`src/source/cpu_config.svh`:
```
`ifndef CPU_CONFIG_SVH
`define CPU_CONFIG_SVH

// Memory depths in 16-bit words
`define CPU_IMEM_DEPTH 256
`define CPU_DMEM_DEPTH 256

// General registers, r0 reads as zero
`define CPU_NUM_REGS 16

`define CPU_RESET_PC 16'h0000

`endif

```
`src/source/cpu_pkg.sv`:
```
`default_nettype none

package cpu_pkg;

    typedef enum logic [3:0] {
        ADD = 4'h0, SUB = 4'h1, XOR = 4'h2, SLL = 4'h3, SRA = 4'h4,
        LW  = 4'h8, SW  = 4'h9, LLB = 4'hA, LHB = 4'hB,
        B   = 4'hC, BR  = 4'hD, PCS = 4'hE, HLT = 4'hF
    } opcode_e;

    typedef struct packed {
        opcode_e    opcode;
        logic [3:0] rd;
        logic [3:0] rs;
        logic [3:0] rt;
    } r_fmt_t;

    typedef struct packed {
        opcode_e    opcode;
        logic [2:0] cond;
        logic [8:0] offset;
    } b_fmt_t;

    // Same word, register view or branch view
    typedef union packed {
        r_fmt_t r_fmt;
        b_fmt_t b_fmt;
    } inst_u;

    typedef struct packed {
        logic z;
        logic v;
        logic n;
    } flags_t;

    // flag_we bit order follows flags_t
    typedef struct packed {
        logic       rf_we;
        logic       mem_we;
        logic       mem_rd;
        logic [2:0] flag_we;
        logic       imm_src;
        logic       is_branch;
        logic       is_branch_reg;
        logic       is_pcs;
        logic       is_hlt;
    } ctrl_t;

    typedef struct packed {
        logic        valid;
        ctrl_t       ctrl;
        inst_u       inst;
        logic [15:0] pc;
        logic [15:0] op_a;
        logic [15:0] op_b;
        logic [3:0]  rs1;
        logic [3:0]  rs2;
    } idex_t;

    typedef struct packed {
        logic        valid;
        ctrl_t       ctrl;
        logic [3:0]  rd;
        logic [15:0] result;
        logic [15:0] store_data;
        flags_t      flags;
        logic [3:0]  store_src;
    } exmem_t;

    typedef struct packed {
        logic        valid;
        logic        rf_we;
        logic [3:0]  rd;
        logic [15:0] data;
        logic        is_hlt;
    } memwb_t;

    typedef struct packed {
        logic        valid;
        logic [3:0]  rd;
        logic [16-1:0] data;
    } wb_t;

    // First source register, zero when the opcode reads none
    function automatic logic [3:0] src_a(inst_u i);
        case (i.r_fmt.opcode)
            LLB, LHB:                            return i.r_fmt.rd;
            ADD, SUB, XOR, SLL, SRA, LW, SW, BR: return i.r_fmt.rs;
            default:                             return 4'h0;
        endcase
    endfunction

    // Second source, SW reads its data register here
    function automatic logic [3:0] src_b(inst_u i);
        case (i.r_fmt.opcode)
            ADD, SUB, XOR: return i.r_fmt.rt;
            SW:            return i.r_fmt.rd;
            default:       return 4'h0;
        endcase
    endfunction

endpackage

`default_nettype wire

```
`src/source/register_file.sv`:
```
`timescale 1ns/10ps
`default_nettype none
`include "cpu_config.svh"

module register_file (
    input  logic         clk,
    input  logic         rst_n,
    input  logic [3:0]   rs1,
    input  logic [3:0]   rs2,
    input  cpu_pkg::wb_t wr,
    output logic [15:0]  rd1,
    output logic [15:0]  rd2
);
    logic [15:0] regs [`CPU_NUM_REGS];

    always_ff @(posedge clk) begin
        if (!rst_n) begin
            for (int i = 0; i < `CPU_NUM_REGS; i++) begin
                regs[i] <= 16'h0000;
            end
        end else if (wr.valid && wr.rd != 4'h0) begin
            regs[wr.rd] <= wr.data;
        end
    end

    // Write in the same cycle wins over the array
    function automatic logic [15:0] read_port(input logic [3:0] sel);
        if (sel == 4'h0) begin
            return 16'h0000;
        end
        if (wr.valid && wr.rd == sel) begin
            return wr.data;
        end
        return regs[sel];
    endfunction

    always_comb begin
        rd1 = read_port(rs1);
        rd2 = read_port(rs2);
    end

endmodule

`default_nettype wire

```
`config.mk`:
```
export PLATFORM = sky130hd
export DESIGN_NAME = register_file
export DESIGN_NICKNAME = d
export VERILOG_FILES = /design/src/source/cpu_pkg.sv /design/src/source/register_file.sv
export VERILOG_INCLUDE_DIRS = /design/src /design/src/source
export SDC_FILE = /design/constraint.sdc
export NUM_CORES = 1
export LEC_CHECK = 0
export BUFFER_PORTS_ARGS = -buffer_cell sky130_fd_sc_hd__buf_4
export CORE_MARGIN = 1.5
export CORE_UTILIZATION = 35
export CTS_CLUSTER_DIAMETER = 200
export DETAILED_ROUTE_END_ITERATION = 10
export GPL_TIMING_DRIVEN = 0
export PLACE_DENSITY = 0.63
export SLEW_MARGIN = 20
export SYNTH_ARGS = -nofsm -noshare
export SYNTH_HDL_FRONTEND = slang
export SYNTH_SLANG_ARGS = --single-unit
```
`constraint.sdc`:
```
create_clock -name clk -period 2.48 [get_ports clk]
set_input_delay 0.372 -clock clk [delete_from_list [all_inputs] [get_ports clk]]
set_output_delay 0.372 -clock clk [all_outputs]
set_load 0.02 [all_outputs]
```
==> impl_metrics.toml <==
[clocking]
cts_sinks = 256
cts_tree = "done"
clockBufferDepth = 3
cts_buffers = 26
ctsHoldBuffers = 0
clk_pin_slew_worst_paths_ns = 0.07
cts_root_buf = "clkbuf_16"
htree_levels = 1

[worst_hold_path]
hold_path_class = "primary input to flop"
hold_depth = 2
min_from = "wr[3]"

[setup_path]
crit_family = "multiplexers"
critPathSlowestCell = "mux4_2"
crit_type = "flop to output port"
critPathCaptureType = "output port"
cp-start-kind = "flop"
critPathArrivalTime_ns = 2.27
cp.depth = 5
critPathLaunch = "regs[14][14]"
cp.buffers_inverters = 1
critPathRequiredTime_ns = 2.11
slowest_delay_ns = 0.49
crit_fanout = 2
worstPathCellList = "mux4_2 -> mux2_4 -> a211oi_2 -> a21oi_2 -> buf_4"

[flow_run]
cap_viol_max_count = 0

[routing]
drt_first_iter_violations = 843
postRouteAntennaNets = 0
drc = 0
vias_per_cell = 5.54
drt_pass1_iterations = 5
num_vias = 9385
routed_wl_um = 40800
avgRoutedWirePerCell_um = 24.0

[timing]
post-route-min-period_ns = 2.64
fin_ws_ns = -0.158
fmax_mhz = 379
slew_headroom_pct = 36.0
rsz0062_at_grt = "true"
hold_viol_final = 0
setup_viol = 7
slew_violations = 0
tightest_slew_ns = 0.961
finalCritPeriodShare_pct = 106

[logic_synthesis]
postSynthCellCount = 1049
ys_top_cells_by_area = "edfxtp_1, and2_1, mux4_2"
synthArstFlopShare_pct = 0
netlist_area_um2 = 14200
synth_warnings = 0
ys_ff_latch = 256
synth_top_area_share_pct = 54.2
synth_edf_count = 256
synth.avg_cell_area_um2 = 13.5
synthFlopType = "edfxtp_1"
yosysTopAreaCell = "edfxtp_1"
ys_types = 35
yosysSeqAreaShare_pct = 54.2

[grt]
antenna_found_initial = 0
overflow = 0
grt-busiest-layer = "met2"
grt_pass1_wl_um = 61600
use_met3_pct = 2.50
grt_util_met1_pct = 24.3
grt_util_met2_pct = 35.4
gr-usage-all-layers_pct = 19.8
grt_max_degree = 17
grt_pass1_vias = 9884

[cells_and_area]
regMostFlops = "regs"
drive_gt1_share_pct = 27.5
nets = 1188
layout_common_cells = "edfxtp_1, and2_1, mux2i_1"
num_antenna_cells = 0
fin_util_pct = 42.6
final_common_cell = "edfxtp_1"
final_cell_area_um2 = 17000
largest_registers = "regs: 256 flops"
largest_register_ffs = 256
syn_to_final_growth_pct = 19.6

[status]
status = "finished, violations left"
violations = "setup timing"

[placement]
place_congestion = 0.978
dpl-instance-area_um2 = 15400
place_hpwl_um = 31800
io_buffers = 53

[floorplan]
die_x_um = 204
dieHeight_um = 204
io-pin-count = 63
die-area_um2 = 41700
placementRows = 73
initial_core_util_pct = 35.6
fp.coreArea_um2 = 39800

[power_and_ir_drop]
powerDensity_nw_per_um2 = 635
p_leak_nw = 6.00
total_power_mw = 10.8
irDropWorstVdd_v = 0.000474
-- cell families (layout without fill, tap and decap cells) --
logic type	Yosys count	in the layout	share of synthesized area, %
buf+inv	105	211	3.95
xor+xnor	8	8	0.494
other cells	1	16	0.0264
compound gates	169	169	7.92
flops	256	256	54.2
mux	194	194	19.4
simple gates	316	316	14.0
-- layer usage --
layer,up-vias,share of wire (%)
li1,4253,-
met1,4691,39
met2,358,51
met3,83,6.3
met4,0,3.5
met5,-,0
-- per-stage QoR --
stage | instances | setup slack [ns] | hold WS [ns] | setup TNS [ns]
final | 1695 | -0.158 | 0.199 | -0.426
after global routing | 1695 | -0.194 | 0.194 | -0.718
after CTS | 1695 | -0.145 | 0.170 | -0.374
after detailed placement | 1651 | -0.541 | 0.737 | -37.66
after global placement | 1642 | -1.10 | 0.728 | -160.46
after floorplan | 1064 | -0.0206 | 0.570 | -1.78
-- cell usage after synthesis, types with 2 or more instances --
cell type / instances
nor2b_1: 2
nand3_2: 2
or2_1: 4
nor3_2: 2
xnor2_1: 8
nand4b_1: 2
and2_1: 240
buf_2: 27
mux2_2: 2
nand3_1: 30
buf_4: 15
o21ai_0: 9
clkbuf_1: 48
or3_1: 2
nand2_1: 4
nand3b_1: 2
a21oi_1: 2
or3b_1: 4
nor2_1: 9
o31ai_1: 32
o22ai_1: 64
mux4_2: 64
mux2i_1: 128
buf_1: 3
a211oi_1: 32
nor4_4: 3
edfxtp_1: 256
nand2b_1: 8
buf_6: 10
a31oi_1: 30
-- path summary, 6_finish.rpt --
check	to
max	rd2[14]
min	regs[4][3]
-- final cells by class --
type	instances	area (um^2)
fill	3685	22900
sequential	256	7690
multi-input combinational	703	6560
clock buffer	32	694
buffer	101	687
tap	525	657
timing repair buffer	68	548
clock inverter	9	115
inverter	1	3.75
-- power by group --
group / internal (mW) / switching, mW / leakage [nW]
Sequential: 5.02 / 0.135 / 2.45
Combinational: 0.723 / 1.00 / 3.16
Clock: 2.27 / 1.61 / 0.395
Total: 8.01 / 2.75 / 6.00
-- what timing repair did --
| action | CTS | global route |
|---|---|---|
| endpoints found under the setup margin | 32 | 60 |
| pin swaps | 12 | 16 |
| resized for setup | 82 | 64 |
| setup buffers | 5 | 1 |
Note: power is estimated with default switching activity, not from simulation.
