<file path="src/source/cpu_config.svh">
`ifndef CPU_CONFIG_SVH
`define CPU_CONFIG_SVH

// Memory depths in 16-bit words
`define CPU_IMEM_DEPTH 256
`define CPU_DMEM_DEPTH 256

// General registers, r0 reads as zero
`define CPU_NUM_REGS 16

`define CPU_RESET_PC 16'h0000

`endif

</file>
<file path="src/source/cpu_pkg.sv">
`default_nettype none

package cpu_pkg;

    typedef enum logic [3:0] {
        ADD = 4'h0, SUB = 4'h1, XOR = 4'h2, SLL = 4'h3, SRA = 4'h4,
        LW  = 4'h8, SW  = 4'h9, LLB = 4'hA, LHB = 4'hB,
        B   = 4'hC, BR  = 4'hD, PCS = 4'hE, HLT = 4'hF
    } opcode_e;

    typedef struct packed {
        opcode_e    opcode;
        logic [3:0] rd;
        logic [3:0] rs;
        logic [3:0] rt;
    } r_fmt_t;

    typedef struct packed {
        opcode_e    opcode;
        logic [2:0] cond;
        logic [8:0] offset;
    } b_fmt_t;

    // Same word, register view or branch view
    typedef union packed {
        r_fmt_t r_fmt;
        b_fmt_t b_fmt;
    } inst_u;

    typedef struct packed {
        logic z;
        logic v;
        logic n;
    } flags_t;

    // flag_we bit order follows flags_t
    typedef struct packed {
        logic       rf_we;
        logic       mem_we;
        logic       mem_rd;
        logic [2:0] flag_we;
        logic       imm_src;
        logic       is_branch;
        logic       is_branch_reg;
        logic       is_pcs;
        logic       is_hlt;
    } ctrl_t;

    typedef struct packed {
        logic        valid;
        ctrl_t       ctrl;
        inst_u       inst;
        logic [15:0] pc;
        logic [15:0] op_a;
        logic [15:0] op_b;
        logic [3:0]  rs1;
        logic [3:0]  rs2;
    } idex_t;

    typedef struct packed {
        logic        valid;
        ctrl_t       ctrl;
        logic [3:0]  rd;
        logic [15:0] result;
        logic [15:0] store_data;
        flags_t      flags;
        logic [3:0]  store_src;
    } exmem_t;

    typedef struct packed {
        logic        valid;
        logic        rf_we;
        logic [3:0]  rd;
        logic [15:0] data;
        logic        is_hlt;
    } memwb_t;

    typedef struct packed {
        logic        valid;
        logic [3:0]  rd;
        logic [16-1:0] data;
    } wb_t;

    // First source register, zero when the opcode reads none
    function automatic logic [3:0] src_a(inst_u i);
        case (i.r_fmt.opcode)
            LLB, LHB:                            return i.r_fmt.rd;
            ADD, SUB, XOR, SLL, SRA, LW, SW, BR: return i.r_fmt.rs;
            default:                             return 4'h0;
        endcase
    endfunction

    // Second source, SW reads its data register here
    function automatic logic [3:0] src_b(inst_u i);
        case (i.r_fmt.opcode)
            ADD, SUB, XOR: return i.r_fmt.rt;
            SW:            return i.r_fmt.rd;
            default:       return 4'h0;
        endcase
    endfunction

endpackage

`default_nettype wire

</file>
<file path="src/source/control_unit.sv">
`timescale 1ns/10ps
`default_nettype none

module control_unit (
    input  cpu_pkg::inst_u inst,
    output cpu_pkg::ctrl_t ctrl
);
    import cpu_pkg::*;

    always_comb begin
        ctrl = '0;
        case (inst.r_fmt.opcode)
            ADD, SUB: begin
                ctrl.rf_we   = 1'b1;
                ctrl.flag_we = 3'b111;
            end
            XOR: begin
                ctrl.rf_we   = 1'b1;
                ctrl.flag_we = 3'b100;
            end
            // Shift amount comes from the rt field
            SLL, SRA: begin
                ctrl.rf_we   = 1'b1;
                ctrl.flag_we = 3'b100;
                ctrl.imm_src = 1'b1;
            end
            LW: begin
                ctrl.rf_we   = 1'b1;
                ctrl.mem_rd  = 1'b1;
                ctrl.imm_src = 1'b1;
            end
            SW: begin
                ctrl.mem_we  = 1'b1;
                ctrl.imm_src = 1'b1;
            end
            LLB, LHB: begin
                ctrl.rf_we   = 1'b1;
                ctrl.imm_src = 1'b1;
            end
            B:   ctrl.is_branch = 1'b1;
            BR: begin
                ctrl.is_branch     = 1'b1;
                ctrl.is_branch_reg = 1'b1;
            end
            PCS: begin
                ctrl.rf_we  = 1'b1;
                ctrl.is_pcs = 1'b1;
            end
            HLT:     ctrl.is_hlt = 1'b1;
            default: ctrl = '0;
        endcase
    end

endmodule

`default_nettype wire

</file>
<file path="config.mk">
export PLATFORM = sky130hd
export DESIGN_NAME = control_unit
export DESIGN_NICKNAME = d
export VERILOG_FILES = /design/src/source/cpu_config.svh /design/src/source/cpu_pkg.sv /design/src/source/control_unit.sv
export SDC_FILE = /design/constraint.sdc
export NUM_CORES = 1
export LEC_CHECK = 0
export ABC_AREA = 1
export BUFFER_PORTS_ARGS = -buffer_cell sky130_fd_sc_hd__buf_2
export CORE_AREA = 3 3 40 42
export DETAILED_ROUTE_END_ITERATION = 12
export DIE_AREA = 0 0 43 45
export GPL_TIMING_DRIVEN = 0
export SLEW_MARGIN = 30
export SYNTH_ARGS = -nofsm -noshare
export SYNTH_HDL_FRONTEND = slang
export SYNTH_SLANG_ARGS = --single-unit
</file>
<file path="constraint.sdc">
create_clock -name vclk -period 1.6
set_input_delay 0.48 -clock vclk [all_inputs]
set_output_delay 0.48 -clock vclk [all_outputs]
set_load 0.02 [all_outputs]
</file>
==> flow_metrics.tcl <==
set metrics [dict create \
    status "finished clean" \
    power-per-cell-area_nw_per_um2 287 \
    setup_slack_ns 0.0587 \
    grt_pass1_wl_um 738 \
    ir_drop_uv 73.2 \
    coreArea_um2 1280 \
    regArea_um2 0 \
    layout_commonest_cell "buf_2" \
    drv_cap 0 \
    area_growth_pct 109 \
    cp_slowest_stage_delay_ns 0.17 \
    crit_fanout 4 \
    path_depth 4 \
    grt_pass1_vias 164 \
    rsz0062_at_grt "no" \
    vias_per_cell 3.64 \
    vias 204 \
    placedInstanceArea_um2 241 \
    synth_compound_area_share_pct 3.67 \
    holdPathStages 3 \
    antenna_found_initial 0 \
    n_clock_buffer 0 \
    fillers 161 \
    fin_cells 56 \
    drv_slew 0 \
    grt-ovfl-total 0 \
    p_leak_nw 0.163 \
    dieHeight_um 45 \
    wl_per_cell_um 7.18 \
    timing.critical_path.buf_inv 3 \
    syn_area_per_cell_um2 5.05 \
    gp_congestion 0.604 \
    yosysWarnings 0 \
    crit_path_end_kind "primary output" \
    critical_path.endpoint "ctrl[6]" \
    final_cell_mix "buf_2, nor2_1" \
    p_clk_share_pct 0 \
    grt_util_all_layers_pct 4.57 \
    io_pins 27 \
    synth_nets 43 \
    initial_core_util_pct 10.6 \
    critical-path-top-delay-family "buffers and inverters" \
    hold_buffers 0 \
    final_util_pct 22.2 \
    worstSetupStartpoint "inst[15]" \
    seqPwrFrac_pct 0 \
    drive_gt1_share_pct 68.3 \
    synth_xor_xnor_area_share_pct 0 \
    combPwrFrac_pct 100.0 \
    hold_viol 0 \
    worstSetupPathType "in -> out" \
    cp_slowest_cell "nor3_4" \
    dieArea_um2 1940 \
    synthMuxAreaShare_pct 0 \
    synth_top_family_by_area "simple AND/OR/NAND/NOR gates" \
    yosysUniqueCellTypes 11 \
    die_w_um 43 \
    whs_ns 1.24 \
    drtIter0Drc 0 \
    setup_viol 0 \
    p_int_uw 32.2 \
    cp.required_ns 1.12 \
    drtPass1Iterations 1 \
    crit_chain "buf_4 > nor3_4 > buf_4 > buf_2" \
    hp-class "in -> out" \
    dp_hpwl_um 368 \
    placement.io_buffers 14 \
    dpl_worst_slack_ns -0.0580 \
    ys_seq_area_share_pct 0 \
    dp_cells 56 \
    postRouteAntennaNets 0 \
    stdcell_area_um2 285 \
    grt_max_degree 9 \
    slew-limit-headroom_pct 89.3 \
    fmax_mhz 649 \
    wirelength_um 402 \
    nFlopsAndLatches 0 \
    syn_inst 27 \
    final_nets 59 \
    p_sw_share_pct 60.6 \
    p_switching_uw 49.5 \
    synth_fa_ha_area_share_pct 0 \
    worstMarginPinSlew_ns 0.160 \
    min_period_over_period_pct 96.3 \
    cpMostUsedCell "buf_4" \
    critPathArrivalTime_ns 1.06 \
    syn_area_um2 136 \
    finalCriticalPeriod_ns 1.54 \
    synth_simple_gate_area_share_pct 71.6 \
    fp-row-count 13 \
    drc_errors 0 \
    antenna_cells 0 \
    cp-start-kind "primary input" \
]
-- worst min path at each step --
stage	startpoint	to	slack [ns]
floorplan	inst[14]	ctrl[5]	0.99
global placement	inst[14]	ctrl[5]	1.29
detailed placement	inst[14]	ctrl[5]	1.29
CTS	inst[12]	ctrl[8]	1.30
global route	inst[12]	ctrl[8]	1.26
finish	inst[12]	ctrl[8]	1.24
-- cell type report --
cell class / instances / area (um^2) / area share [%]
multi-input combinational: 20 / 139 / 48.7
timing repair buffer: 14 / 87.6 / 30.7
inverter: 5 / 21.3 / 7.46
buffer: 2 / 18.8 / 6.58
tap: 15 / 18.8 / 6.58
-- synthesized netlist by cell type --
cell / count / share of area (%)
nor3_1: 2 / 7.3
inv_1: 4 / 11
nor2_1: 6 / 17
nor2_4: 1 / 8.3
nand2_2: 3 / 14
buf_4: 2 / 11
nor2_2: 2 / 9.2
nand2_1: 2 / 5.5
nand3_1: 3 / 11
o21ai_1: 1 / 3.7
inv_2: 1 / 2.7
-- logic make-up (layout without fill, tap and decap cells) --
| logic type | count (synthesis) | count (layout) |
|---|---|---|
| AND/OR/NAND/NOR | 19 | 19 |
| buffers and inverters | 7 | 21 |
| AO/OA/AOI/OAI | 1 | 1 |
-- worst min-delay path, cell delays in order --
cell	delay, ns
buf_6	0.09
nor3_2	0.04
buf_2	0.15
-- per-layer routing --
layer	global-route usage, %	part of all wire (%)
met1	6.70	42
met2	7.49	47
met3	0.797	11
met4	0	0
met5	0	0
-- power by group through the flow --
stage	clock network, mW	logic (mW)	registers, mW
floorplan	0	0.0455	0
global placement	0	0.0687	0
detailed placement	0	0.0691	0
CTS	0	0.0718	0
global route	0	0.0901	0
finish	0	0.0817	0
-- per-stage QoR --
step	total power [mW]	setup TNS, ns
after floorplan	0.0455	-0.00358
after global placement	0.0687	-0.0508
after detailed placement	0.0691	-0.0580
after CTS	0.0718	0
after global routing	0.0901	0
final	0.0817	0
-- repair_timing --
action | 4_1_cts | 5_1_grt
setup endpoints to repair | 1 | 6
resized for setup | 3 | 14
pin swaps | 0 | 3
setup buffers | 0 | 0
No activity file was read; power rests on OpenSTA's default activity.
