File: config.mk
export PLATFORM = sky130hd
export DESIGN_NAME = hazard_unit
export DESIGN_NICKNAME = d
export VERILOG_FILES = /design/src/source/cpu_config.svh /design/src/source/cpu_pkg.sv /design/src/source/hazard_unit.sv
export SDC_FILE = /design/constraint.sdc
export NUM_CORES = 1
export LEC_CHECK = 0
export BUFFER_PORTS_ARGS = -buffer_cell sky130_fd_sc_hd__buf_4
export CAP_MARGIN = 10
export CELL_PAD_IN_SITES_DETAIL_PLACEMENT = 1
export CELL_PAD_IN_SITES_GLOBAL_PLACEMENT = 2
export CORE_MARGIN = 5
export CORE_UTILIZATION = 10
export DETAILED_ROUTE_END_ITERATION = 12
export PLACE_DENSITY = 0.95
export SLEW_MARGIN = 20
export SYNTH_ARGS = -nofsm -noshare
export SYNTH_HDL_FRONTEND = slang
export SYNTH_SLANG_ARGS = --single-unit
File: constraint.sdc
create_clock -name vclk -period 3
set_input_delay 0 -clock vclk [all_inputs]
set_output_delay 0 -clock vclk [all_outputs]
set_load 0.005 [all_outputs]
File: src/source/cpu_config.svh
`ifndef CPU_CONFIG_SVH
`define CPU_CONFIG_SVH

// Memory depths in 16-bit words
`define CPU_IMEM_DEPTH 256
`define CPU_DMEM_DEPTH 256

// General registers, r0 reads as zero
`define CPU_NUM_REGS 16

`define CPU_RESET_PC 16'h0000

`endif

File: src/source/cpu_pkg.sv
`default_nettype none

package cpu_pkg;

    typedef enum logic [3:0] {
        ADD = 4'h0, SUB = 4'h1, XOR = 4'h2, SLL = 4'h3, SRA = 4'h4,
        LW  = 4'h8, SW  = 4'h9, LLB = 4'hA, LHB = 4'hB,
        B   = 4'hC, BR  = 4'hD, PCS = 4'hE, HLT = 4'hF
    } opcode_e;

    typedef struct packed {
        opcode_e    opcode;
        logic [3:0] rd;
        logic [3:0] rs;
        logic [3:0] rt;
    } r_fmt_t;

    typedef struct packed {
        opcode_e    opcode;
        logic [2:0] cond;
        logic [8:0] offset;
    } b_fmt_t;

    // Same word, register view or branch view
    typedef union packed {
        r_fmt_t r_fmt;
        b_fmt_t b_fmt;
    } inst_u;

    typedef struct packed {
        logic z;
        logic v;
        logic n;
    } flags_t;

    // flag_we bit order follows flags_t
    typedef struct packed {
        logic       rf_we;
        logic       mem_we;
        logic       mem_rd;
        logic [2:0] flag_we;
        logic       imm_src;
        logic       is_branch;
        logic       is_branch_reg;
        logic       is_pcs;
        logic       is_hlt;
    } ctrl_t;

    typedef struct packed {
        logic        valid;
        ctrl_t       ctrl;
        inst_u       inst;
        logic [15:0] pc;
        logic [15:0] op_a;
        logic [15:0] op_b;
        logic [3:0]  rs1;
        logic [3:0]  rs2;
    } idex_t;

    typedef struct packed {
        logic        valid;
        ctrl_t       ctrl;
        logic [3:0]  rd;
        logic [15:0] result;
        logic [15:0] store_data;
        flags_t      flags;
        logic [3:0]  store_src;
    } exmem_t;

    typedef struct packed {
        logic        valid;
        logic        rf_we;
        logic [3:0]  rd;
        logic [15:0] data;
        logic        is_hlt;
    } memwb_t;

    typedef struct packed {
        logic        valid;
        logic [3:0]  rd;
        logic [16-1:0] data;
    } wb_t;

    // First source register, zero when the opcode reads none
    function automatic logic [3:0] src_a(inst_u i);
        case (i.r_fmt.opcode)
            LLB, LHB:                            return i.r_fmt.rd;
            ADD, SUB, XOR, SLL, SRA, LW, SW, BR: return i.r_fmt.rs;
            default:                             return 4'h0;
        endcase
    endfunction

    // Second source, SW reads its data register here
    function automatic logic [3:0] src_b(inst_u i);
        case (i.r_fmt.opcode)
            ADD, SUB, XOR: return i.r_fmt.rt;
            SW:            return i.r_fmt.rd;
            default:       return 4'h0;
        endcase
    endfunction

endpackage

`default_nettype wire

File: src/source/hazard_unit.sv
`timescale 1ns/10ps
`default_nettype none

module hazard_unit (
    input  cpu_pkg::idex_t  idex,
    input  cpu_pkg::exmem_t exmem,
    input  cpu_pkg::memwb_t memwb,
    input  cpu_pkg::inst_u  id_inst,
    output logic [1:0]      fwd_a,
    output logic [1:0]      fwd_b,
    output logic [1:0]      fwd_br,
    output logic            fwd_store,
    output logic            stall
);
    import cpu_pkg::*;

    logic [3:0] id_src1;
    logic [3:0] id_src2;
    logic [3:0] ex_rd;
    logic       ex_alu_wr;
    logic       ex_load;
    logic       mem_wr;
    logic       mem_alu_wr;
    logic       wb_wr;

    // 01 picks the newer stage, 10 the older one
    function automatic logic [1:0] pick(
        input logic [3:0] src,
        input logic       newer_wr,
        input logic [3:0] newer_rd,
        input logic       older_wr,
        input logic [3:0] older_rd
    );
        if (src == 4'h0) begin
            return 2'b00;
        end
        if (newer_wr && newer_rd == src) begin
            return 2'b01;
        end
        if (older_wr && older_rd == src) begin
            return 2'b10;
        end
        return 2'b00;
    endfunction

    assign id_src1    = src_a(id_inst);
    assign id_src2    = src_b(id_inst);
    assign ex_rd      = idex.inst.r_fmt.rd;
    assign ex_alu_wr  = idex.valid && idex.ctrl.rf_we && !idex.ctrl.mem_rd;
    assign ex_load    = idex.valid && idex.ctrl.mem_rd;
    assign mem_wr     = exmem.valid && exmem.ctrl.rf_we;
    assign mem_alu_wr = mem_wr && !exmem.ctrl.mem_rd;
    assign wb_wr      = memwb.valid && memwb.rf_we;

    assign fwd_a = pick(idex.rs1, mem_alu_wr, exmem.rd, wb_wr, memwb.rd);
    assign fwd_b = pick(idex.rs2, mem_alu_wr, exmem.rd, wb_wr, memwb.rd);

    // BR register is read in ID, so EX and MEM are its later stages
    assign fwd_br = pick(id_inst.r_fmt.rs, ex_alu_wr, ex_rd, mem_wr, exmem.rd);

    assign fwd_store = exmem.valid && exmem.ctrl.mem_we && wb_wr &&
                       (exmem.store_src != 4'h0) && (memwb.rd == exmem.store_src);

    // src1 also covers a BR waiting on a load
    // Store data needs no stall, it is caught from WB in MEM
    assign stall = ex_load && (ex_rd != 4'h0) &&
                   ((ex_rd == id_src1) ||
                    ((ex_rd == id_src2) && (id_inst.r_fmt.opcode != SW)));

endmodule

`default_nettype wire

==> impl_metrics.ini <==
[critical_path]
criticalPathCategory = input port to output port
slowest_stage = a21oi_1
arrival_ns = 1.59
crit_top_cell = buf_4
path_cells = buf_4, a21oi_1, o211a_1, a221o_1, o2111ai_1, a221oi_2, buf_4
critPathCaptureType = output port
critPathLaunch = id_inst[15]
crit_family = compound AO/OA/AOI/OAI gates
path_max_fanout = 17
required_ns = 3.00
cp_num_buf_inv = 2
max_stage_delay_ns = 0.48
worstSetupStartpointType = input port

[place]
dpl.hpwl_mm = 3.36
placedCellCount = 278
gp_congestion = 0.767
io_buffers = 57

[global_routing]
antenna_found_initial = 0
grt_pass1_wl_mm = 5.97
grt_max_degree = 18
grt_pass1_vias = 1219
grt_overflow_total = 0
grt_usage_pct = 6.86

[cts]
post_cts_buffers = 0
hold_buffers = 0
cts-resized-gates = 0

[die]
num_io_pins = 186
fp.dieH_um = 103
die_w_um = 103
core_um2 = 8260
floorplan.initialDensity_pct = 10.4
rows = 33
dieArea_um2 = 10500

[sta]
max_freq_mhz = 631
rsz0062_at_grt = false
final-setup-viol-count = 0
setup-tns-final_ns = 0
fin_hold_ws_ns = 0.372
slew_headroom_pct = 63.3
worst_pin_slew_ns = 0.550
fin_crit_sh_pct = 52.8
finalCriticalPeriod_ns = 1.59
drv_slew = 0
finalHoldViolCount = 0

[power_and_ir_drop]
p_per_area_nw_per_um2 = 124
ir_drop_uv = 48.2
cellLeakagePower_nw = 0.542

[yosys]
synthXorXnorAreaFrac_pct = 25.6
yosysSeqAreaShare_pct = 0
synthAdderAreaFrac_pct = 0
syn_inst = 126
synth_warnings = 0
synth-compound-area-share_pct = 32.2
synth_nets = 304
muxShareOfSynthArea_pct = 0
synth-simple-area-share_pct = 35.5
synth_cell_types = 38
synth_area_um2 = 856
synth_top_family_by_area = simple AND/OR/NAND/NOR gates
syn_area_per_cell_um2 = 6.79

[routing]
vias = 1128
ant_nets = 0
drc = 0
wl_mm = 3.85
drtPass1Iterations = 4
routedWlPerCell_um = 13.8
vias_per_cell = 4.06
drtIter0Drc = 48

[final_layout]
final_common_cell = buf_4
area_growth_pct = 59.1
final_cell_mix = buf_4, xnor2_1, nor3_1
flops_and_latches = 0
final_util_pct = 16.5
nClkBuffers = 0
final_nets = 353
layout.cells.non_filler = 278
n_antenna_cell = 0
seq_area_um2 = 0
drive_gt1_share_pct = 35.3

[min_path]
worstHoldPathType = input port to output port
worstHoldStart = exmem[54]

[flow_run]
maxCapViolCount = 0

[status]
status = finished clean
[logic make-up after synthesis]
group           Yosys count
simple gates             54
compound gates           36
xor+xnor                 25
buf+inv                  11
[Yosys cell counts, drive strengths merged (5+ instances only)]
master / number / area (um^2)
nor3: 14 / 75.1
a21oi: 5 / 25.0
xor2: 7 / 61.3
xnor2: 18 / 158
nand4: 5 / 31.3
clkbuf: 6 / 22.5
nand2: 7 / 26.3
nor2: 7 / 26.3
a22o: 5 / 43.8
o21ai: 6 / 30.0
[stage by stage]
step | instance area (um^2) | setup slack (ns) | power, mW
after floorplan | 856 | 1.94 | 0.0863
after global placement | 1360 | 1.47 | 0.164
after detailed placement | 1360 | 1.42 | 0.170
after CTS | 1360 | 1.42 | 0.170
after global routing | 1360 | 1.24 | 0.185
final | 1360 | 1.41 | 0.168
[layer usage]
layer | global-route usage, % | wire length (um) | part of all wire (%) | up-vias
met5 | 0 | 0 | 0 | -
met4 | 0 | 0 | 0 | 0
met3 | 0.541 | 116 | 3.0 | 0
met2 | 13.0 | 2050 | 53 | 16
met1 | 8.95 | 1680 | 44 | 538
li1 | - | - | - | 574
[layout make-up]
type | count | area, um^2
repair buffers | 57 | 428
fillers | 1027 | 6900
inverters | 1 | 3.75
well taps | 105 | 131
multi-input cells | 115 | 798
[power by group]
part	leakage, nW	switching, mW	total [mW]	internal [mW]
clock	0	0	0	0
combinational	0.542	0.0788	0.168	0.0896
sequential	0	0	0	0
[final timing paths]
| path | to | slack [ns] | cells after the start |
|---|---|---|---|
| max | stall | 1.41 | 7 |
| min | fwd_store | 0.37 | 4 |
[worst min-delay path, cell delays in order]
cell and delay (ns):
buf_4 0.11, nand4_1 0.07, nor4_1 0.05, buf_4 0.13
Note: power is estimated with default switching activity, not from simulation.
