File: src/source/cpu_config.svh
`ifndef CPU_CONFIG_SVH
`define CPU_CONFIG_SVH

// Memory depths in 16-bit words
`define CPU_IMEM_DEPTH 256
`define CPU_DMEM_DEPTH 256

// General registers, r0 reads as zero
`define CPU_NUM_REGS 16

`define CPU_RESET_PC 16'h0000

`endif

File: src/source/cpu_pkg.sv
`default_nettype none

package cpu_pkg;

    typedef enum logic [3:0] {
        ADD = 4'h0, SUB = 4'h1, XOR = 4'h2, SLL = 4'h3, SRA = 4'h4,
        LW  = 4'h8, SW  = 4'h9, LLB = 4'hA, LHB = 4'hB,
        B   = 4'hC, BR  = 4'hD, PCS = 4'hE, HLT = 4'hF
    } opcode_e;

    typedef struct packed {
        opcode_e    opcode;
        logic [3:0] rd;
        logic [3:0] rs;
        logic [3:0] rt;
    } r_fmt_t;

    typedef struct packed {
        opcode_e    opcode;
        logic [2:0] cond;
        logic [8:0] offset;
    } b_fmt_t;

    // Same word, register view or branch view
    typedef union packed {
        r_fmt_t r_fmt;
        b_fmt_t b_fmt;
    } inst_u;

    typedef struct packed {
        logic z;
        logic v;
        logic n;
    } flags_t;

    // flag_we bit order follows flags_t
    typedef struct packed {
        logic       rf_we;
        logic       mem_we;
        logic       mem_rd;
        logic [2:0] flag_we;
        logic       imm_src;
        logic       is_branch;
        logic       is_branch_reg;
        logic       is_pcs;
        logic       is_hlt;
    } ctrl_t;

    typedef struct packed {
        logic        valid;
        ctrl_t       ctrl;
        inst_u       inst;
        logic [15:0] pc;
        logic [15:0] op_a;
        logic [15:0] op_b;
        logic [3:0]  rs1;
        logic [3:0]  rs2;
    } idex_t;

    typedef struct packed {
        logic        valid;
        ctrl_t       ctrl;
        logic [3:0]  rd;
        logic [15:0] result;
        logic [15:0] store_data;
        flags_t      flags;
        logic [3:0]  store_src;
    } exmem_t;

    typedef struct packed {
        logic        valid;
        logic        rf_we;
        logic [3:0]  rd;
        logic [15:0] data;
        logic        is_hlt;
    } memwb_t;

    typedef struct packed {
        logic        valid;
        logic [3:0]  rd;
        logic [16-1:0] data;
    } wb_t;

    // First source register, zero when the opcode reads none
    function automatic logic [3:0] src_a(inst_u i);
        case (i.r_fmt.opcode)
            LLB, LHB:                            return i.r_fmt.rd;
            ADD, SUB, XOR, SLL, SRA, LW, SW, BR: return i.r_fmt.rs;
            default:                             return 4'h0;
        endcase
    endfunction

    // Second source, SW reads its data register here
    function automatic logic [3:0] src_b(inst_u i);
        case (i.r_fmt.opcode)
            ADD, SUB, XOR: return i.r_fmt.rt;
            SW:            return i.r_fmt.rd;
            default:       return 4'h0;
        endcase
    endfunction

endpackage

`default_nettype wire

File: src/source/branch_unit.sv
`timescale 1ns/10ps
`default_nettype none

module branch_unit (
    input  cpu_pkg::inst_u  inst,
    input  logic [15:0]     pc,
    input  logic [15:0]     br_reg,
    input  cpu_pkg::flags_t flags,
    output logic            taken,
    output logic [15:0]     target
);
    import cpu_pkg::*;

    logic cond_met;

    always_comb begin
        case (inst.b_fmt.cond)
            3'd0:    cond_met = !flags.z;
            3'd1:    cond_met = flags.z;
            3'd2:    cond_met = !flags.z && !flags.n;
            3'd3:    cond_met = flags.n;
            3'd4:    cond_met = flags.z || !flags.n;
            3'd5:    cond_met = flags.n || flags.z;
            3'd6:    cond_met = flags.v;
            default: cond_met = 1'b1;
        endcase
    end

    assign taken = cond_met &&
                   ((inst.b_fmt.opcode == B) || (inst.b_fmt.opcode == BR));

    // Word offset relative to the next instruction
    assign target = (inst.b_fmt.opcode == BR) ? br_reg :
                    pc + 16'd2 + {{6{inst.b_fmt.offset[8]}}, inst.b_fmt.offset, 1'b0};

endmodule

`default_nettype wire

File: config.mk
export PLATFORM = sky130hd
export DESIGN_NAME = branch_unit
export DESIGN_NICKNAME = d
export VERILOG_FILES = /design/src/source/cpu_config.svh /design/src/source/cpu_pkg.sv /design/src/source/branch_unit.sv
export SDC_FILE = /design/constraint.sdc
export NUM_CORES = 1
export LEC_CHECK = 0
export ABC_AREA = 1
export BUFFER_PORTS_ARGS = -buffer_cell sky130_fd_sc_hd__clkbuf_2
export CORE_ASPECT_RATIO = 1.2
export CORE_MARGIN = 2
export CORE_UTILIZATION = 48
export DETAILED_ROUTE_END_ITERATION = 7
export MAX_ROUTING_LAYER = met4
export PLACE_DENSITY = 0.82
export SKIP_LAST_GASP = 1
export SYNTH_ARGS = -nofsm -noshare
export SYNTH_HDL_FRONTEND = slang
export SYNTH_SLANG_ARGS = --single-unit
File: constraint.sdc
create_clock -name vclk -period 2.7
set_clock_uncertainty 0.15 [all_clocks]
set_input_delay 0.405 -clock vclk [all_inputs]
set_output_delay 0.405 -clock vclk [all_outputs]
set_load 0.1 [all_outputs]
==> impl_metrics.py <==
metrics = {
    "outcome": {
        "status": "finished, violations left",
        "failed_checks": "setup timing",
    },
    "synthesis": {
        "yosys.area_share.simple_pct": 48.11,
        "synth_mux_area_share_pct": 0,
        "synth-xor-area-share_pct": 2.783,
        "synth_area_um2": 1259,
        "synth.net_count": 312,
        "synth_cell_type_count": 25,
        "ys_warn_count": 0,
        "avgSynthCellArea_um2": 5.402,
        "synth_top_family_by_area": "simple AND/OR/NAND/NOR gates",
        "synth_compound_area_share_pct": 7.058,
        "yosysSeqAreaShare_pct": 0,
        "synthAdderAreaFrac_pct": 28.43,
        "syn-instance-count": 233,
    },
    "sta": {
        "setup_viol_count_final": 1,
        "period_needed_ns": 2.704,
        "final.setup.worst_slack_ns": -0.004141,
        "slew-limit-headroom_pct": 64.21,
        "slew_viol_final": 0,
        "fin_crit_sh_pct": 100.2,
        "hold_viol": 0,
        "rsz0062_at_grt": "true",
        "worst_slew_pin_slew_ns": 0.5392,
        "max_freq_mhz": 369.8,
    },
    "die": {
        "coreArea_um2": 2502,
        "die_w_um": 50.75,
        "die-area_um2": 3050,
        "rows": 20,
        "initial_utilization_pct": 50.30,
        "die_y_um": 60.10,
        "ios": 68,
    },
    "hold_path": {
        "whs_path_depth": 4,
        "min_to": "target[11]",
        "hold_start": "br_reg[11]",
        "holdCritPathClass": "primary input to output port",
    },
    "worst_setup_path": {
        "required_ns": 2.14,
        "cp_max_fo": 4,
        "path_class": "primary input to output port",
        "cp-start-kind": "primary input",
        "end_kind": "output port",
        "crit_arrival_ns": 2.15,
    },
    "finish": {
        "nFlopsAndLatches": 0,
        "clkbuf_count": 0,
        "fin_nets": 381,
        "syn_to_final_growth_pct": 74.25,
        "instances_no_fill": 333,
        "diodes": 0,
        "final_common_cell": "nand2_1",
        "n_fill_cell": 135,
        "mostFrequentLayoutCells": "83 x nand2_1, 51 x clkbuf_2, 40 x inv_1, 17 x ha_4",
        "regArea_um2": 0,
        "drive_gt1_share_pct": 40.33,
    },
    "global_route": {
        "grt_start_max_net_pins": 21,
        "antenna_found_initial": 0,
        "grt_pass1_vias": 1492,
        "grt-ovfl-total": 0,
        "grt_pass1_wl_um": 5685,
        "grt_usage_pct": 24.45,
    },
    "routing": {
        "via_per_inst": 5.204,
        "num_vias": 1733,
        "drt_pass1_iterations": 5,
        "ant_nets": 0,
        "wl_per_cell_um": 13.24,
        "drtIter0Drc": 40,
        "drc": 0,
        "wl_um": 4410,
    },
    "place": {
        "port_buffers": 68,
        "post-place-cells": 333,
        "place_congestion": 0.9392,
        "hpwl_um": 3002,
    },
    "pwr": {
        "p_leak_nw": 1.175,
        "irDropWorstVdd_uv": 407.8,
        "p_total_mw": 1.121,
        "p_per_area_nw_per_um2": 511.0,
    },
    "clocking": {
        "hold_buffers": 0,
        "postCtsSetupRepairBufs": 0,
    },
    "run": {
        "max_cap_violations": 0,
    },
}
## area by class of cell
| class | instances | area (µm²) | share of cell area, % |
|---|---|---|---|
| multi-input cells | 189 | 1400 | 63.83 |
| repair buffers | 70 | 598.1 | 27.27 |
| inverters | 41 | 153.9 | 7.017 |
| well taps | 33 | 41.29 | 1.882 |
## kinds of logic (layout without fill, tap and decap cells)
family,after synthesis,after routing
adders and majority gates,28,28
xor gates and xnor gates,4,4
and+or+nand+nor,141,141
buffers and inverters,44,111
AOI/OAI and AO/OA,16,16
## report_power, final
group          internal (mW)  leakage, nW  total [mW]  switching [mW]
registers                  0            0           0               0
logic                  0.414         1.17        1.12           0.706
clock network              0            0           0               0
## metrics by stage
| step | setup slack (ns) | setup TNS (ns) | instance area [µm²] | utilization (%) | hold WS (ns) |
|---|---|---|---|---|---|
| floorplan | -0.5747 | -1.225 | 1333 | - | 0.9497 |
| global placement | 0.02449 | 0 | 1952 | 78.00 | 1.029 |
| detailed placement | -0.01331 | -0.01331 | 1952 | 78.00 | 1.032 |
| CTS | 0.008040 | 0 | 1989 | 79.50 | 1.032 |
| global route | -0.1653 | -0.3328 | 2193 | 87.65 | 1.046 |
| finish | -0.004141 | -0.004141 | 2193 | 87.65 | 1.029 |
## per-layer routing
| metal | part of all wire (%) | global-route usage, % |
|---|---|---|
| met5 | 0 | - |
| met4 | 4.3 | 6.178 |
| met3 | 4.5 | 0.7500 |
| met2 | 55 | 53.01 |
| met1 | 36 | 22.99 |
## cells in the mapped netlist
cell type | number | area (µm²)
a211oi_1 | 1 | 7.510
a21oi_1 | 6 | 30.03
a21oi_2 | 1 | 8.760
a31oi_1 | 1 | 6.260
buf_2 | 2 | 10.01
buf_4 | 1 | 7.510
fa_1 | 1 | 20.02
ha_1 | 27 | 337.8
inv_1 | 40 | 150.1
inv_2 | 1 | 3.750
nand2_1 | 93 | 349.1
nand2_2 | 6 | 37.54
nand2_4 | 1 | 11.26
nand3_1 | 16 | 80.08
nand3_2 | 1 | 10.01
nand3b_1 | 2 | 15.01
nand4_1 | 5 | 31.28
nor2_1 | 14 | 52.55
nor2_2 | 1 | 6.260
o21ai_0 | 4 | 20.02
o21ai_1 | 2 | 10.01
o22ai_1 | 1 | 6.260
or2_1 | 2 | 12.51
xnor2_1 | 3 | 26.28
xor2_1 | 1 | 8.760
## worst max-delay path, stage by stage
cell	delay (ns)
clkbuf_2	0.10
ha_4	0.24
ha_4	0.16
fa_2	0.35
nand3_2	0.09
nand2_4	0.07
nand2_1	0.08
nand3_1	0.11
nand2_1	0.11
nand2_2	0.06
o21ai_4	0.17
buf_12	0.19
## worst max-delay path by stage
stage | from | endpoint | slack, ns | cells after the start
global placement | inst[8] | target[15] | 0.02 | 13
CTS | inst[1] | target[10] | 0.008 | 12
detailed placement | inst[8] | target[15] | -0.01 | 13
floorplan | inst[3] | target[5] | -0.57 | 6
global route | inst[8] | target[14] | -0.17 | 11
finish | inst[1] | target[10] | -0.004 | 12
## what timing repair did
item                       in CTS  in global routing
gates resized for setup         3                 29
setup endpoints to repair       1                  9
pin swaps                       0                  4
Power figures use the tool's default switching activity.
