<file path="src/source/cpu_config.svh">
`ifndef CPU_CONFIG_SVH
`define CPU_CONFIG_SVH

// Memory depths in 16-bit words
`define CPU_IMEM_DEPTH 256
`define CPU_DMEM_DEPTH 256

// General registers, r0 reads as zero
`define CPU_NUM_REGS 16

`define CPU_RESET_PC 16'h0000

`endif

</file>
<file path="src/source/cpu_pkg.sv">
`default_nettype none

package cpu_pkg;

    typedef enum logic [3:0] {
        ADD = 4'h0, SUB = 4'h1, XOR = 4'h2, SLL = 4'h3, SRA = 4'h4,
        LW  = 4'h8, SW  = 4'h9, LLB = 4'hA, LHB = 4'hB,
        B   = 4'hC, BR  = 4'hD, PCS = 4'hE, HLT = 4'hF
    } opcode_e;

    typedef struct packed {
        opcode_e    opcode;
        logic [3:0] rd;
        logic [3:0] rs;
        logic [3:0] rt;
    } r_fmt_t;

    typedef struct packed {
        opcode_e    opcode;
        logic [2:0] cond;
        logic [8:0] offset;
    } b_fmt_t;

    // Same word, register view or branch view
    typedef union packed {
        r_fmt_t r_fmt;
        b_fmt_t b_fmt;
    } inst_u;

    typedef struct packed {
        logic z;
        logic v;
        logic n;
    } flags_t;

    // flag_we bit order follows flags_t
    typedef struct packed {
        logic       rf_we;
        logic       mem_we;
        logic       mem_rd;
        logic [2:0] flag_we;
        logic       imm_src;
        logic       is_branch;
        logic       is_branch_reg;
        logic       is_pcs;
        logic       is_hlt;
    } ctrl_t;

    typedef struct packed {
        logic        valid;
        ctrl_t       ctrl;
        inst_u       inst;
        logic [15:0] pc;
        logic [15:0] op_a;
        logic [15:0] op_b;
        logic [3:0]  rs1;
        logic [3:0]  rs2;
    } idex_t;

    typedef struct packed {
        logic        valid;
        ctrl_t       ctrl;
        logic [3:0]  rd;
        logic [15:0] result;
        logic [15:0] store_data;
        flags_t      flags;
        logic [3:0]  store_src;
    } exmem_t;

    typedef struct packed {
        logic        valid;
        logic        rf_we;
        logic [3:0]  rd;
        logic [15:0] data;
        logic        is_hlt;
    } memwb_t;

    typedef struct packed {
        logic        valid;
        logic [3:0]  rd;
        logic [16-1:0] data;
    } wb_t;

    // First source register, zero when the opcode reads none
    function automatic logic [3:0] src_a(inst_u i);
        case (i.r_fmt.opcode)
            LLB, LHB:                            return i.r_fmt.rd;
            ADD, SUB, XOR, SLL, SRA, LW, SW, BR: return i.r_fmt.rs;
            default:                             return 4'h0;
        endcase
    endfunction

    // Second source, SW reads its data register here
    function automatic logic [3:0] src_b(inst_u i);
        case (i.r_fmt.opcode)
            ADD, SUB, XOR: return i.r_fmt.rt;
            SW:            return i.r_fmt.rd;
            default:       return 4'h0;
        endcase
    endfunction

endpackage

`default_nettype wire

</file>
<file path="src/source/alu.sv">
`timescale 1ns/10ps
`default_nettype none

module alu (
    input  cpu_pkg::opcode_e op,
    input  logic [15:0]      a,
    input  logic [15:0]      b,
    output logic [15:0]      result,
    output cpu_pkg::flags_t  flags
);
    import cpu_pkg::*;

    always_comb begin
        result  = 16'h0000;
        flags.v = 1'b0;
        case (op)
            ADD: begin
                result  = a + b;
                flags.v = (a[15] == b[15]) && (result[15] != a[15]);
            end
            SUB: begin
                result  = a - b;
                flags.v = (a[15] != b[15]) && (result[15] != a[15]);
            end
            XOR: result = a ^ b;
            SLL: result = a << b[3:0];
            SRA: result = $signed(a) >>> b[3:0];
            // Byte inserts keep the other half of rd
            LLB: result = {a[15:8], b[7:0]};
            LHB: result = {b[7:0], a[7:0]};
            default: result = 16'h0000;
        endcase
        flags.z = (result == 16'h0000);
        flags.n = result[15];
    end

endmodule

`default_nettype wire

</file>
<file path="config.mk">
export PLATFORM = sky130hd
export DESIGN_NAME = alu
export DESIGN_NICKNAME = d
export VERILOG_FILES = /design/src/source/cpu_config.svh /design/src/source/cpu_pkg.sv /design/src/source/alu.sv
export SDC_FILE = /design/constraint.sdc
export NUM_CORES = 1
export LEC_CHECK = 0
export BUFFER_PORTS_ARGS = -buffer_cell sky130_fd_sc_hd__buf_2
export CAP_MARGIN = 0
export CORE_MARGIN = 2
export CORE_UTILIZATION = 53
export DETAILED_ROUTE_END_ITERATION = 6
export PLACE_DENSITY = 0.78
export SLEW_MARGIN = 25
export SYNTH_ARGS = -nofsm -noshare
export SYNTH_HDL_FRONTEND = slang
export SYNTH_SLANG_ARGS = --single-unit
</file>
<file path="constraint.sdc">
create_clock -name vclk -period 4.6
set_clock_uncertainty 0.1 [all_clocks]
set_input_delay 0.46 -clock vclk [all_inputs]
set_output_delay 0.46 -clock vclk [all_outputs]
set_load 0.05 [all_outputs]
</file>
==> results of run 1 <==
-- report_power, final --
group | internal, mW | total [mW] | leakage (nW) | switching (mW)
combinational | 0.205 | 0.566 | 1.78 | 0.362
clock | 0 | 0 | 0 | 0
sequential | 0 | 0 | 0 | 0
-- through the flow --
step	total power, mW	worst slack [ns]
final	0.566	0.151
after global routing	0.604	0.00671
after CTS	0.553	0.216
after detailed placement	0.550	0.226
after global placement	0.542	0.291
after floorplan	0.402	0.0234
-- cells in the final DEF, fill, tap and decap left out, types with 5 or more instances in the layout --
| cell | n |
|---|---|
| nand2_1 | 34 |
| o32ai_1 | 5 |
| a211oi_1 | 11 |
| nor3_1 | 24 |
| a21o_1 | 8 |
| o21ai_0 | 29 |
| mux2i_1 | 27 |
| xnor2_1 | 5 |
| and3_1 | 6 |
| buf_4 | 17 |
| mux2_2 | 16 |
| mux4_2 | 18 |
| a21oi_1 | 34 |
| nand4b_1 | 5 |
| or2_2 | 6 |
| o221ai_1 | 8 |
| and2_1 | 5 |
| o211ai_1 | 10 |
| a22oi_1 | 5 |
| ha_1 | 32 |
| a221oi_1 | 6 |
| o22ai_1 | 8 |
| nor2_1 | 39 |
| nand3_1 | 12 |
| buf_2 | 55 |
| nor2b_1 | 9 |
| a2111oi_0 | 6 |
| nand2b_1 | 8 |
| inv_1 | 29 |
-- final cells by class --
class                      instances  area, um2
timing repair buffer              73        423
inverter                          31        116
multi-input combinational        449       3580
fill                             702       2930
tap                               99        124
-- worst max-delay path: stages --
cell and delay, ns:
buf_2 0.18, buf_4 0.33, mux4_1 0.62, mux2i_1 0.41, o221ai_1 0.22, or2_2 0.34
or4_1 0.51, nor4_2 0.19, nand4b_1 0.21, nor3_4 0.14, buf_2 0.27
-- metal layers --
metal | vias to the layer above | GRT usage [%]
met1 | 2191 | 47.6
met5 | - | 0
met3 | 57 | 6.31
li1 | 2107 | -
met2 | 284 | 57.9
met4 | 0 | 11.0
-- synthesized netlist by cell type (all sizes together), types with 3 or more instances --
master   count
o221ai       8
buf         17
nor2        39
and3         6
or4          4
a221oi       6
nand2b       8
nand4b       5
a21oi       34
o21ai       30
o21bai       3
nand3       12
mux2        17
a221o        3
inv         30
and2         5
a22oi        5
nor4b        3
a211o        3
nor4         6
a2111oi      6
nor2b        9
nand2       34
nor3        25
a21o         8
o211ai      10
o22ai        8
a31oi        4
xnor2        5
ha          32
mux2i       27
or2          6
o32ai        5
clkbuf      30
nand4        3
mux4        22
a211oi      11
-- how the worst max path moves through the flow --
stage                     start  endpoint  slack, ns  depth (start not counted)
after global placement     a[0]  flags[2]       0.29                         14
after global routing       a[0]  flags[2]      0.007                         14
after floorplan            b[2]  flags[2]       0.02                         12
after detailed placement   b[1]  flags[2]       0.23                         11
after CTS                  b[1]  flags[2]       0.22                         11
final                      b[1]  flags[2]       0.15                         11
-- logic make-up (layout without fill, tap and decap cells) --
logic type	Yosys count	in the layout	share of synthesized area (%)
AO/OA/AOI/OAI	167	167	29.8
XOR/XNOR	7	7	1.58
adder cells (fa/ha/maj)	34	34	11.3
buffers and inverters	78	104	8.19
multiplexers	66	66	25.1
AND/OR/NAND/NOR	175	175	24.0
==> run summary, run 1 <==
Counting tap cells, the placed design contains a total of 652 instances. For this run, the register share of the synthesized area comes to 0%. For the post-route setup TNS, the log shows 0 ns. The initial antenna violation count was 0; the fraction of layout instances using a drive strength above 1 was 22.6%. The clock period minus worst slack was 4.45 ns. The run finished with clean final reports. Number of remaining DRC errors: 0. After clock tree synthesis, the flow added hold-fix buffers numbering 0. The critical path startpoint category was an input port. Slew at the pin with the worst max-slew slack: 0.927 ns. The via count of the first global-routing pass is 4254. The boundary pin count was 55. There are 0 flip-flops and latches. The tools report the starting density of the core as 54.1%. The die boundary width works out to 89.6 um.

Gates resized during post-CTS repair numbered 0. Ranked by total cell area, the synthesized netlist is headed by mux4_2 10%, ha_1 10%, mux2i_1 7.0%, mux2_2 4.6%, a21oi_1 4.4%. The sequential cells in the finished layout cover a total of 0 um2. The run gives 597 as the post-synth net total. The portion of the clock cycle consumed by the worst path in the final layout was 96.7%; the chip height was 89.6 um.

The analysis attributes to cell leakage a power of 1.78 nW. Start point of the worst min-delay path: b[15]. The remaining antenna violation count after routing was 0; the required time of the critical path was 4.04 ns.

The first global-routing pass estimated 22300 um of wire. The worst hold path was traced through 5 stages. For the number of clock buffer instances in the layout, the log shows 0. The count of endpoints failing setup in the final report was 0. The logs give 0.997 for the final RePlAce weighted congestion and 225 MHz for the fmax. For this run, the number of Yosys warnings is 0. For this block, wires on met1 add up to 5760 um. The logs give 1490 um for the met3 routed wirelength and 70 for the number of distinct library cells after synthesis. The critical path is of the input port to output pin type.

Capture endpoint of the worst hold path: flags[1]. Input and output buffers added on the ports amount to 55. Entering global routing, the biggest net connects 35 pins.

The leading area contributor after synthesis is mux4_2. The pre-antenna-repair detailed-routing pass consisted of 6 iterations. In this run the cell area of the synthesized design comes to 3880 um2.

The total count of max-transition violations in the final report is 0. The total overflow left after global routing is 0. The maximum net fanout on the critical path is 22. Setup repair after global routing left no endpoint under its margin. For the number of vias in the routed layout, the log shows 4639.

Share of Yosys cell area claimed by the top area cell type: 10.4%. For this run, the total global-route usage over all layers was measured as 35.5%. Max-cap violations in this run came to 0. Row generation in the floorplan step produced 31 rows.

For this design the ratio of total power to cell area is 133 nW/um2. The run gives 6600 um as the met2 layer wire length in the routed design. The die covers 8030 um2.

The detailed-route vias per instance came out at 7.12. STA classifies the critical path endpoint as an output pin. Dividing the detail-routed wire length by the instance count gives 22.0 um.

Measured on the finished design, the core utilization comes to 59.2%. Once layout is done, the placed cells without fillers occupy 4250 um2. After the flow finishes, the layout carries non-filler instances totaling 652.

In this run, the number of DRC markers left after iteration 0 of detailed routing was 417. After floorplanning, the core was sized to cover 7180 um2. Worst slew margin relative to its limit: 37.7%. After legalization and detailed placement, the total HPWL measured 11000 um. The average instance area after synthesis works out to 7.37 um2.

The worst hold path belongs to the class input port to output pin. The area added between synthesis and finish was 9.38%; the peak ir drop on the vdd network was 0.0967 mV. After clock tree synthesis, the setup repair step added 0 buffers.

The run gives 14400 um as the detailed-route wire length. The top layer used by detailed routing was met4. Synthesis produced a netlist whose cell count is 527. For the worst hold margin, the log shows 1.42 ns. Instance area after placement: 4240 um2. The net total in the final layout was 625. STA puts the critical path data arrival time at 3.89 ns. Number of hold violations in the final report: 0. The repair_antennas step left the layout with diodes totalling 0.
Note: power is estimated with default switching activity, not from simulation.
==> inputs of run 2 (changes only) <==
ABC_AREA = 1   (was default)
PLACE_DENSITY = 0.77   (was 0.78)
==> run summary, run 2 <==
The fraction of layout instances using a drive strength above 1 came out at 11.5% (-11 points). The portion of the clock cycle consumed by the worst path in the final layout is 80.4% (-16 points), and the number of distinct library cells after synthesis is 34 (-51%). The logs give 0 (unchanged) for the remaining global-route overflow and 4.04 ns (about the same) for the required time of the critical path. The standard-cell row count came out at 31 (unchanged). The class of the worst hold path is input port to output pin. The largest net degree at the start of global routing was 37 (+5.7%); the met3 routed wirelength was 1500 um (+0.13%). The peak ir drop on the vdd network is 0.0557 mV (-42%), and the starting density of the core is 55.3% (+1.2 points). The number of clock buffer instances in the layout is 0 (unchanged), and the average instance area after synthesis is 4.87 um2 (-34%). The total count of max-transition violations in the final report was 0 (unchanged); the fmax was 271 MHz (+20%). The worst hold margin is 1.38 ns (-0.0472 ns). The net total in the final layout was 927 (+48%). The tools report the remaining antenna violation count after routing as 0 (unchanged). The number of detailed-route iterations in the first pass was 6 (unchanged); the buffers inserted during post-CTS setup optimization was 0 (unchanged).

Class of the most critical setup path: input port to output pin. The via count of the first global-routing pass came out at 4888 (+15%). The tools report the first-pass GRT wire length as 23000 um (+3.3%). The run finished with clean final reports. The total non-filler cell area in the finished layout is 4260 um2 (+0.21%), and the final RePlAce weighted congestion is 1.01 (+1.7%). In the post-synthesis netlist, the cell with the most instances is nand2_1.

By area the synthesized netlist is led by nand2_1 26%, nand3_1 24%, ha_1 9.9%, inv_1 8.8%, nor2_1 7.1%. Sequential cell count: 0 (unchanged). Ranked by instance count, the synthesized netlist is headed by 280 x nand2_1, 192 x nand3_1, 94 x inv_1.

The post-route setup TNS was 0 ns (unchanged). The post-synth net total was 898 (+50%). The number of buffer cells added on primary ports is 55 (unchanged), and the detailed-placement wirelength estimate is 11300 um (+3.1%). The run gives 0 (unchanged) as the yosys synthesis warning count. The met2 layer wire length in the routed design came out at 6130 um (-7.2%). The non-filler instance count after layout came out at 954 (+46%). The share of Yosys cell area claimed by the top area cell type was 26.1% (+16 points); the area enclosed by the die boundary was 8320 um2 (+3.6%).

The run gives 5740 um (-0.36%) as the routed metal-1 wire length. The biggest area contributor in the post-synthesis netlist is nand2_1. The power density of the placed cells works out to 126 nW/um2 (-5.3%). The number of buffer and inverter instances along the worst setup path was 4 (+1); the sequential element share of the synthesized area was 0% (unchanged).

Tracing the worst setup path back leads to its startpoint at b[0]. The worst slew margin relative to its limit came out at 40.5% (+2.8 points). The tools report the number of hold violations in the final report as 0 (unchanged).

Setup repair after global routing left no endpoint under its margin. Leaving out fill and tap cells, the most frequent cells in the layout are 280 x nand2_1, 192 x nand3_1, 94 x inv_1, 76 x nor2_1, 55 x buf_2. Worst setup path endpoint: flags[2]. The reported leakage power was 2.56 nW (+43%). The endpoint type of the worst setup path was an output pin. The tools report the iteration-0 DRC count of the detailed router as 533 (+28%). Slowest cell on the critical path: fa_1. The combined flip-flop and latch cell area is 0 um2 (unchanged). The mapped cell area is 4030 um2 (+3.8%). The chip height was 91.2 um (+1.8%). From synthesis to final layout, the design area changed by 5.59%. The number of remaining DRC errors is 0 (unchanged). The quantity of hold-fixing buffers added after cts was 0 (unchanged); the utilization after layout was 58.4% (-0.82 points). The biggest cell delay along the critical path is 0.38 ns (-0.24 ns), and the maximum net fanout on the critical path is 22 (unchanged).

The signal on the critical path passes through buf_2, ha_1, inv_1, fa_1, inv_1, nand2_1, nand2_1, nand3_1, nand3_1, nand3_1, nor2_1, nand2_1, nor2_1, nand2_1, nor2_1, nand3_1, nor2_1, buf_2. The detailed-route vias per instance is 5.66 (-20%), and the boundary pin count is 55 (unchanged). The run gives 3.14 ns (-0.75 ns) as the arrival time at the worst endpoint. The die boundary width works out to 91.2 um (+1.8%). STA classifies the critical path startpoint as an input port. The core region area was 7290 um2 (+1.6%); the number of vias in the routed layout was 5399 (+16%). Routed signal wires occupy layers up through met4.

The overall fraction of global-route tracks in use was 33.1% (-2.4 points). The run gives 0 (unchanged) as the count of endpoints failing setup in the final report. For the max-capacitance violation count, the log shows 0 (unchanged). The run gives 0 (unchanged) as the initial antenna violation count. The antenna diode count was 0 (unchanged); the slew at the pin with the worst max-slew slack was 0.889 ns (-0.0387 ns). The routed length per instance was 14.5 um (-34%); the number of cells on the critical path was 18 (+7).

The logs give 13800 um (-4.0%) for the detailed-route wire length and 954 (+46%) for the total placed cells including tap cells. The logs give 4260 um2 (+0.35%) for the instance area after placement and 0 (unchanged) for the count of instances resized after the clock tree is built. The clock period minus worst slack was 3.70 ns (-0.753 ns). Kind of cell adding the most delay to the critical path: simple AND/OR/NAND/NOR gates. The library cell used most frequently in the layout, excluding fill and tap cells, is nand2_1. The run gives 828 (+57%) as the gate count after technology mapping.
run 2: cell count changes in the layout (fill, tap and decap cells not counted), sizes merged, moves of 17 or more:
cell,before,now
mux2i,27,0
nor3,25,8
nor2,39,82
mux2,17,0
nand3,12,199
mux4,22,0
inv,30,105
nand2,34,291
run 2: routing by layer:
| layer | vias up | track usage [%] |
|---|---|---|
| met5 | - | 0 |
| met4 | 0 | 8.71 |
| met3 | 37 | 2.07 |
| met2 | 307 | 55.6 |
| li1 | 2723 | - |
| met1 | 2332 | 45.7 |
run 2: power breakdown:
group	switching, mW	internal [mW]
registers	0	0
clock network	0	0
logic	0.384	0.153
run 2: kinds of logic (layout without fill, tap and decap cells):
group	count (synthesis)	after routing	synth area share (%)
buffers and inverters	139	166	15.1
adders and majority gates	34	34	10.9
and+or+nand+nor	596	596	66.2
AOI/OAI and AO/OA	58	58	7.58
xor gates and xnor gates	1	1	0.217
run 2: metrics by stage:
stage	worst slack [ns]	power, mW
finish	0.903	0.538
detailed placement	1.01	0.524
global route	0.642	0.597
global placement	1.06	0.524
CTS	1.00	0.526
floorplan	0.726	0.402
run 2: worst min path at each step:
stage,end,cells after the start,from,slack (ns)
6_report,flags[1],6,b[15],1.38
5_1_grt,flags[1],6,b[15],1.41
4_1_cts,flags[1],6,b[15],1.38
3_5_place_dp,flags[1],6,b[15],1.38
3_3_place_gp,flags[1],6,b[15],1.37
2_1_floorplan,flags[1],4,b[15],1.30
run 2: cell type report:
type	count	area, um2
repair buffers	59	305
fillers	832	3040
inverters	107	404
well taps	99	124
multi-input cells	689	3420
==> inputs of run 3 (changes only) <==
PLACE_DENSITY = 0.8   (was 0.77)
clock period = 3.1 ns   (was 4.6 ns; I/O delays follow)
==> run summary, run 3 (synthesis gave the netlist of run 2 again) <==
The flow ran to the end, and the final reports show no timing, DRC or antenna violations. The logs give 2.52 ns (-0.62 ns) for the arrival time at the worst endpoint and 0 (unchanged) for the number of clock buffer instances in the layout. For the first-pass GRT wire length, the log shows 24100 um (+4.7%).

The run gives 35.0% (+1.9 points) as the overall fraction of global-route tracks in use. The number of vias in the routed layout was 5558 (+2.9%). For the cell-internal power, the log shows 0.264 mW (+72%).

The via count of the first global-routing pass was 4991 (+2.1%). The number of buffer and inverter instances along the worst setup path is 4 (unchanged). The switching power of the nets is 0.597 mW (+55%), and the buffers inserted during post-CTS setup optimization is 0 (unchanged). The biggest cell delay along the critical path was 0.38 ns (about the same). The run gives 0.861 mW (+60%) as the sum of internal, switching and leakage power. The area enclosed by the die boundary was 8320 um2 (unchanged).

The logs give 477 (-11%) for the iteration-0 DRC count of the detailed router and 55 (unchanged) for the boundary pin count. The maximum net fanout on the critical path was 8 (-64%). The logs give 0.0910 mV (+63%) for the peak ir drop on the vdd network and 951 (+2.6%) for the net total in the final layout. The run gives 0 (unchanged) as the total count of max-transition violations in the final report.

The power density of the placed cells is 191 nW/um2 (+51%), and the detailed-route vias per instance is 5.68 (+0.42%). For the proportion of power drawn by the clock network, the log shows 0% (unchanged). The class of the worst hold path is input port to output pin. The run gives 2.69 ns (-1.35 ns) as the required time of the critical path. The worst slew margin relative to its limit is 75.9% (+35 points), and the starting density of the core is 55.3% (unchanged). The tools report the share of total power in combinational logic as 100.0% (about the same). The standard-cell row count was 31 (unchanged). Static timing analysis puts the maximum clock frequency at 341 MHz. Leaving out fill and tap cells, the most frequent cell in the layout is nand2_1. The instance area after placement was 4480 um2 (+5.3%).

Traced cell by cell, the critical path runs through buf_2, inv_1, ha_1, nor2_2, inv_1, nor2_1, nand3_1, nand2_1, nand2_1, nand3_1, nand3_1, nor2_1, nand2_1, nor2_2, nand3_2, nor2_4, buf_6. The tools report the count of endpoints failing setup in the final report as 0 (unchanged). The detailed-placement wirelength estimate is 12000 um (+6.3%), and the remaining global-route overflow is 0 (unchanged). Slew at the pin with the worst max-slew slack: 0.361 ns (-0.527 ns). The die boundary width was 91.2 um (unchanged); the detailed-route wire length was 14700 um (+6.5%). The portion of the clock cycle consumed by the worst path in the final layout is 94.5%.

The largest net degree at the start of global routing came out at 37 (unchanged). The total non-filler cell area in the finished layout was 4510 um2 (+6.0%). The run gives 0 (unchanged) as the remaining antenna violation count after routing.

The setup slack of the critical path after layout was 0.171 ns (-0.733 ns). The max-capacitance violation count is 0 (unchanged), and the number of buffer cells added on primary ports is 55 (unchanged). Number of remaining DRC errors: 0 (unchanged). The area added between synthesis and finish was 11.9%; the total placed cells including tap cells was 978 (+2.5%). The core region area is 7290 um2 (unchanged). Count of instances resized after the clock tree is built: 0 (unchanged). For the non-filler instance count after layout, the log shows 978 (+2.5%). STA classifies the critical path endpoint as an output pin. Kind of cell adding the most delay to the critical path: simple AND/OR/NAND/NOR gates. The sequential cell count is 0 (unchanged), and the chip height is 91.2 um (unchanged). The fraction of layout instances using a drive strength above 1 was 15.6% (+4.1 points). The number of hold violations in the final report was 0 (unchanged).

Number of detailed-route iterations in the first pass: 5 (-1). The worst setup path is launched from an input port. The class of the most critical setup path is input port to output pin.

The run gives 0 (unchanged) as the quantity of hold-fixing buffers added after cts. The final RePlAce weighted congestion is 1.01 (-0.15%). In the layout the commonest cells are 277 x nand2_1, 186 x nand3_1, 93 x inv_1, 71 x nor2_1, 54 x buf_2. The reported leakage power came out at 2.71 nW (+5.9%).

The initial antenna violation count is 0 (unchanged), and the portion of total power attributed to sequential cells is 0% (unchanged). After layout, the minimum clock period comes to 2.93 ns. The largest individual stage delay along the critical path comes from the cell ha_1.

The switching power share of the total is 69.3% (-2.2 points), and the pre-CTS setup slack is 0.113 ns (-0.898 ns). The antenna diode count is 0 (unchanged). The routed length per instance works out to 15.0 um (+3.9%). The combined flip-flop and latch cell area was 0 um2 (unchanged).
## run 3: cell type report
type	count	area, um2
Multi-Input combinational cell	689	3480
Inverter	107	404
Tap cell	99	124
Timing Repair Buffer	83	504
Fill cell	828	2780
## run 3: final timing paths
| kind | from | end | slack [ns] | depth (start not counted) |
|---|---|---|---|---|
| setup / recovery | b[6] | flags[2] | 0.17 | 17 |
| hold / removal | b[15] | flags[1] | 1.09 | 6 |
## run 3: through the flow
step | utilization (%) | hold slack (ns) | TNS, ns
2_1_floorplan | - | 0.895 | 0
3_3_place_gp | 61.4 | 1.08 | 0
3_5_place_dp | 61.4 | 1.08 | 0
4_1_cts | 61.4 | 1.08 | 0
5_1_grt | 61.8 | 1.14 | -0.0251
6_report | 61.8 | 1.09 | 0
## run 3: power groups by stage
stage	clock network [mW]	logic, mW	registers (mW)
2_1_floorplan	0	0.603	0
3_3_place_gp	0	0.826	0
3_5_place_dp	0	0.827	0
4_1_cts	0	0.830	0
5_1_grt	0	0.946	0
6_report	0	0.861	0
## run 3: worst min-delay path, cell delays in order
cell	delay [ns]
buf_2	0.08
or2_2	0.12
nand2_1	0.05
nand3_1	0.06
nand2_1	0.05
buf_2	0.20
## run 3: metal layers
metal / vias up / GRT usage [%] / share of wire (%)
met3: 47 / 3.15 / 10
met4: 0 / 12.2 / 3.4
met2: 327 / 56.4 / 44
met5: - / 0 / 0
li1: 2784 / - / -
met1: 2400 / 48.5 / 43
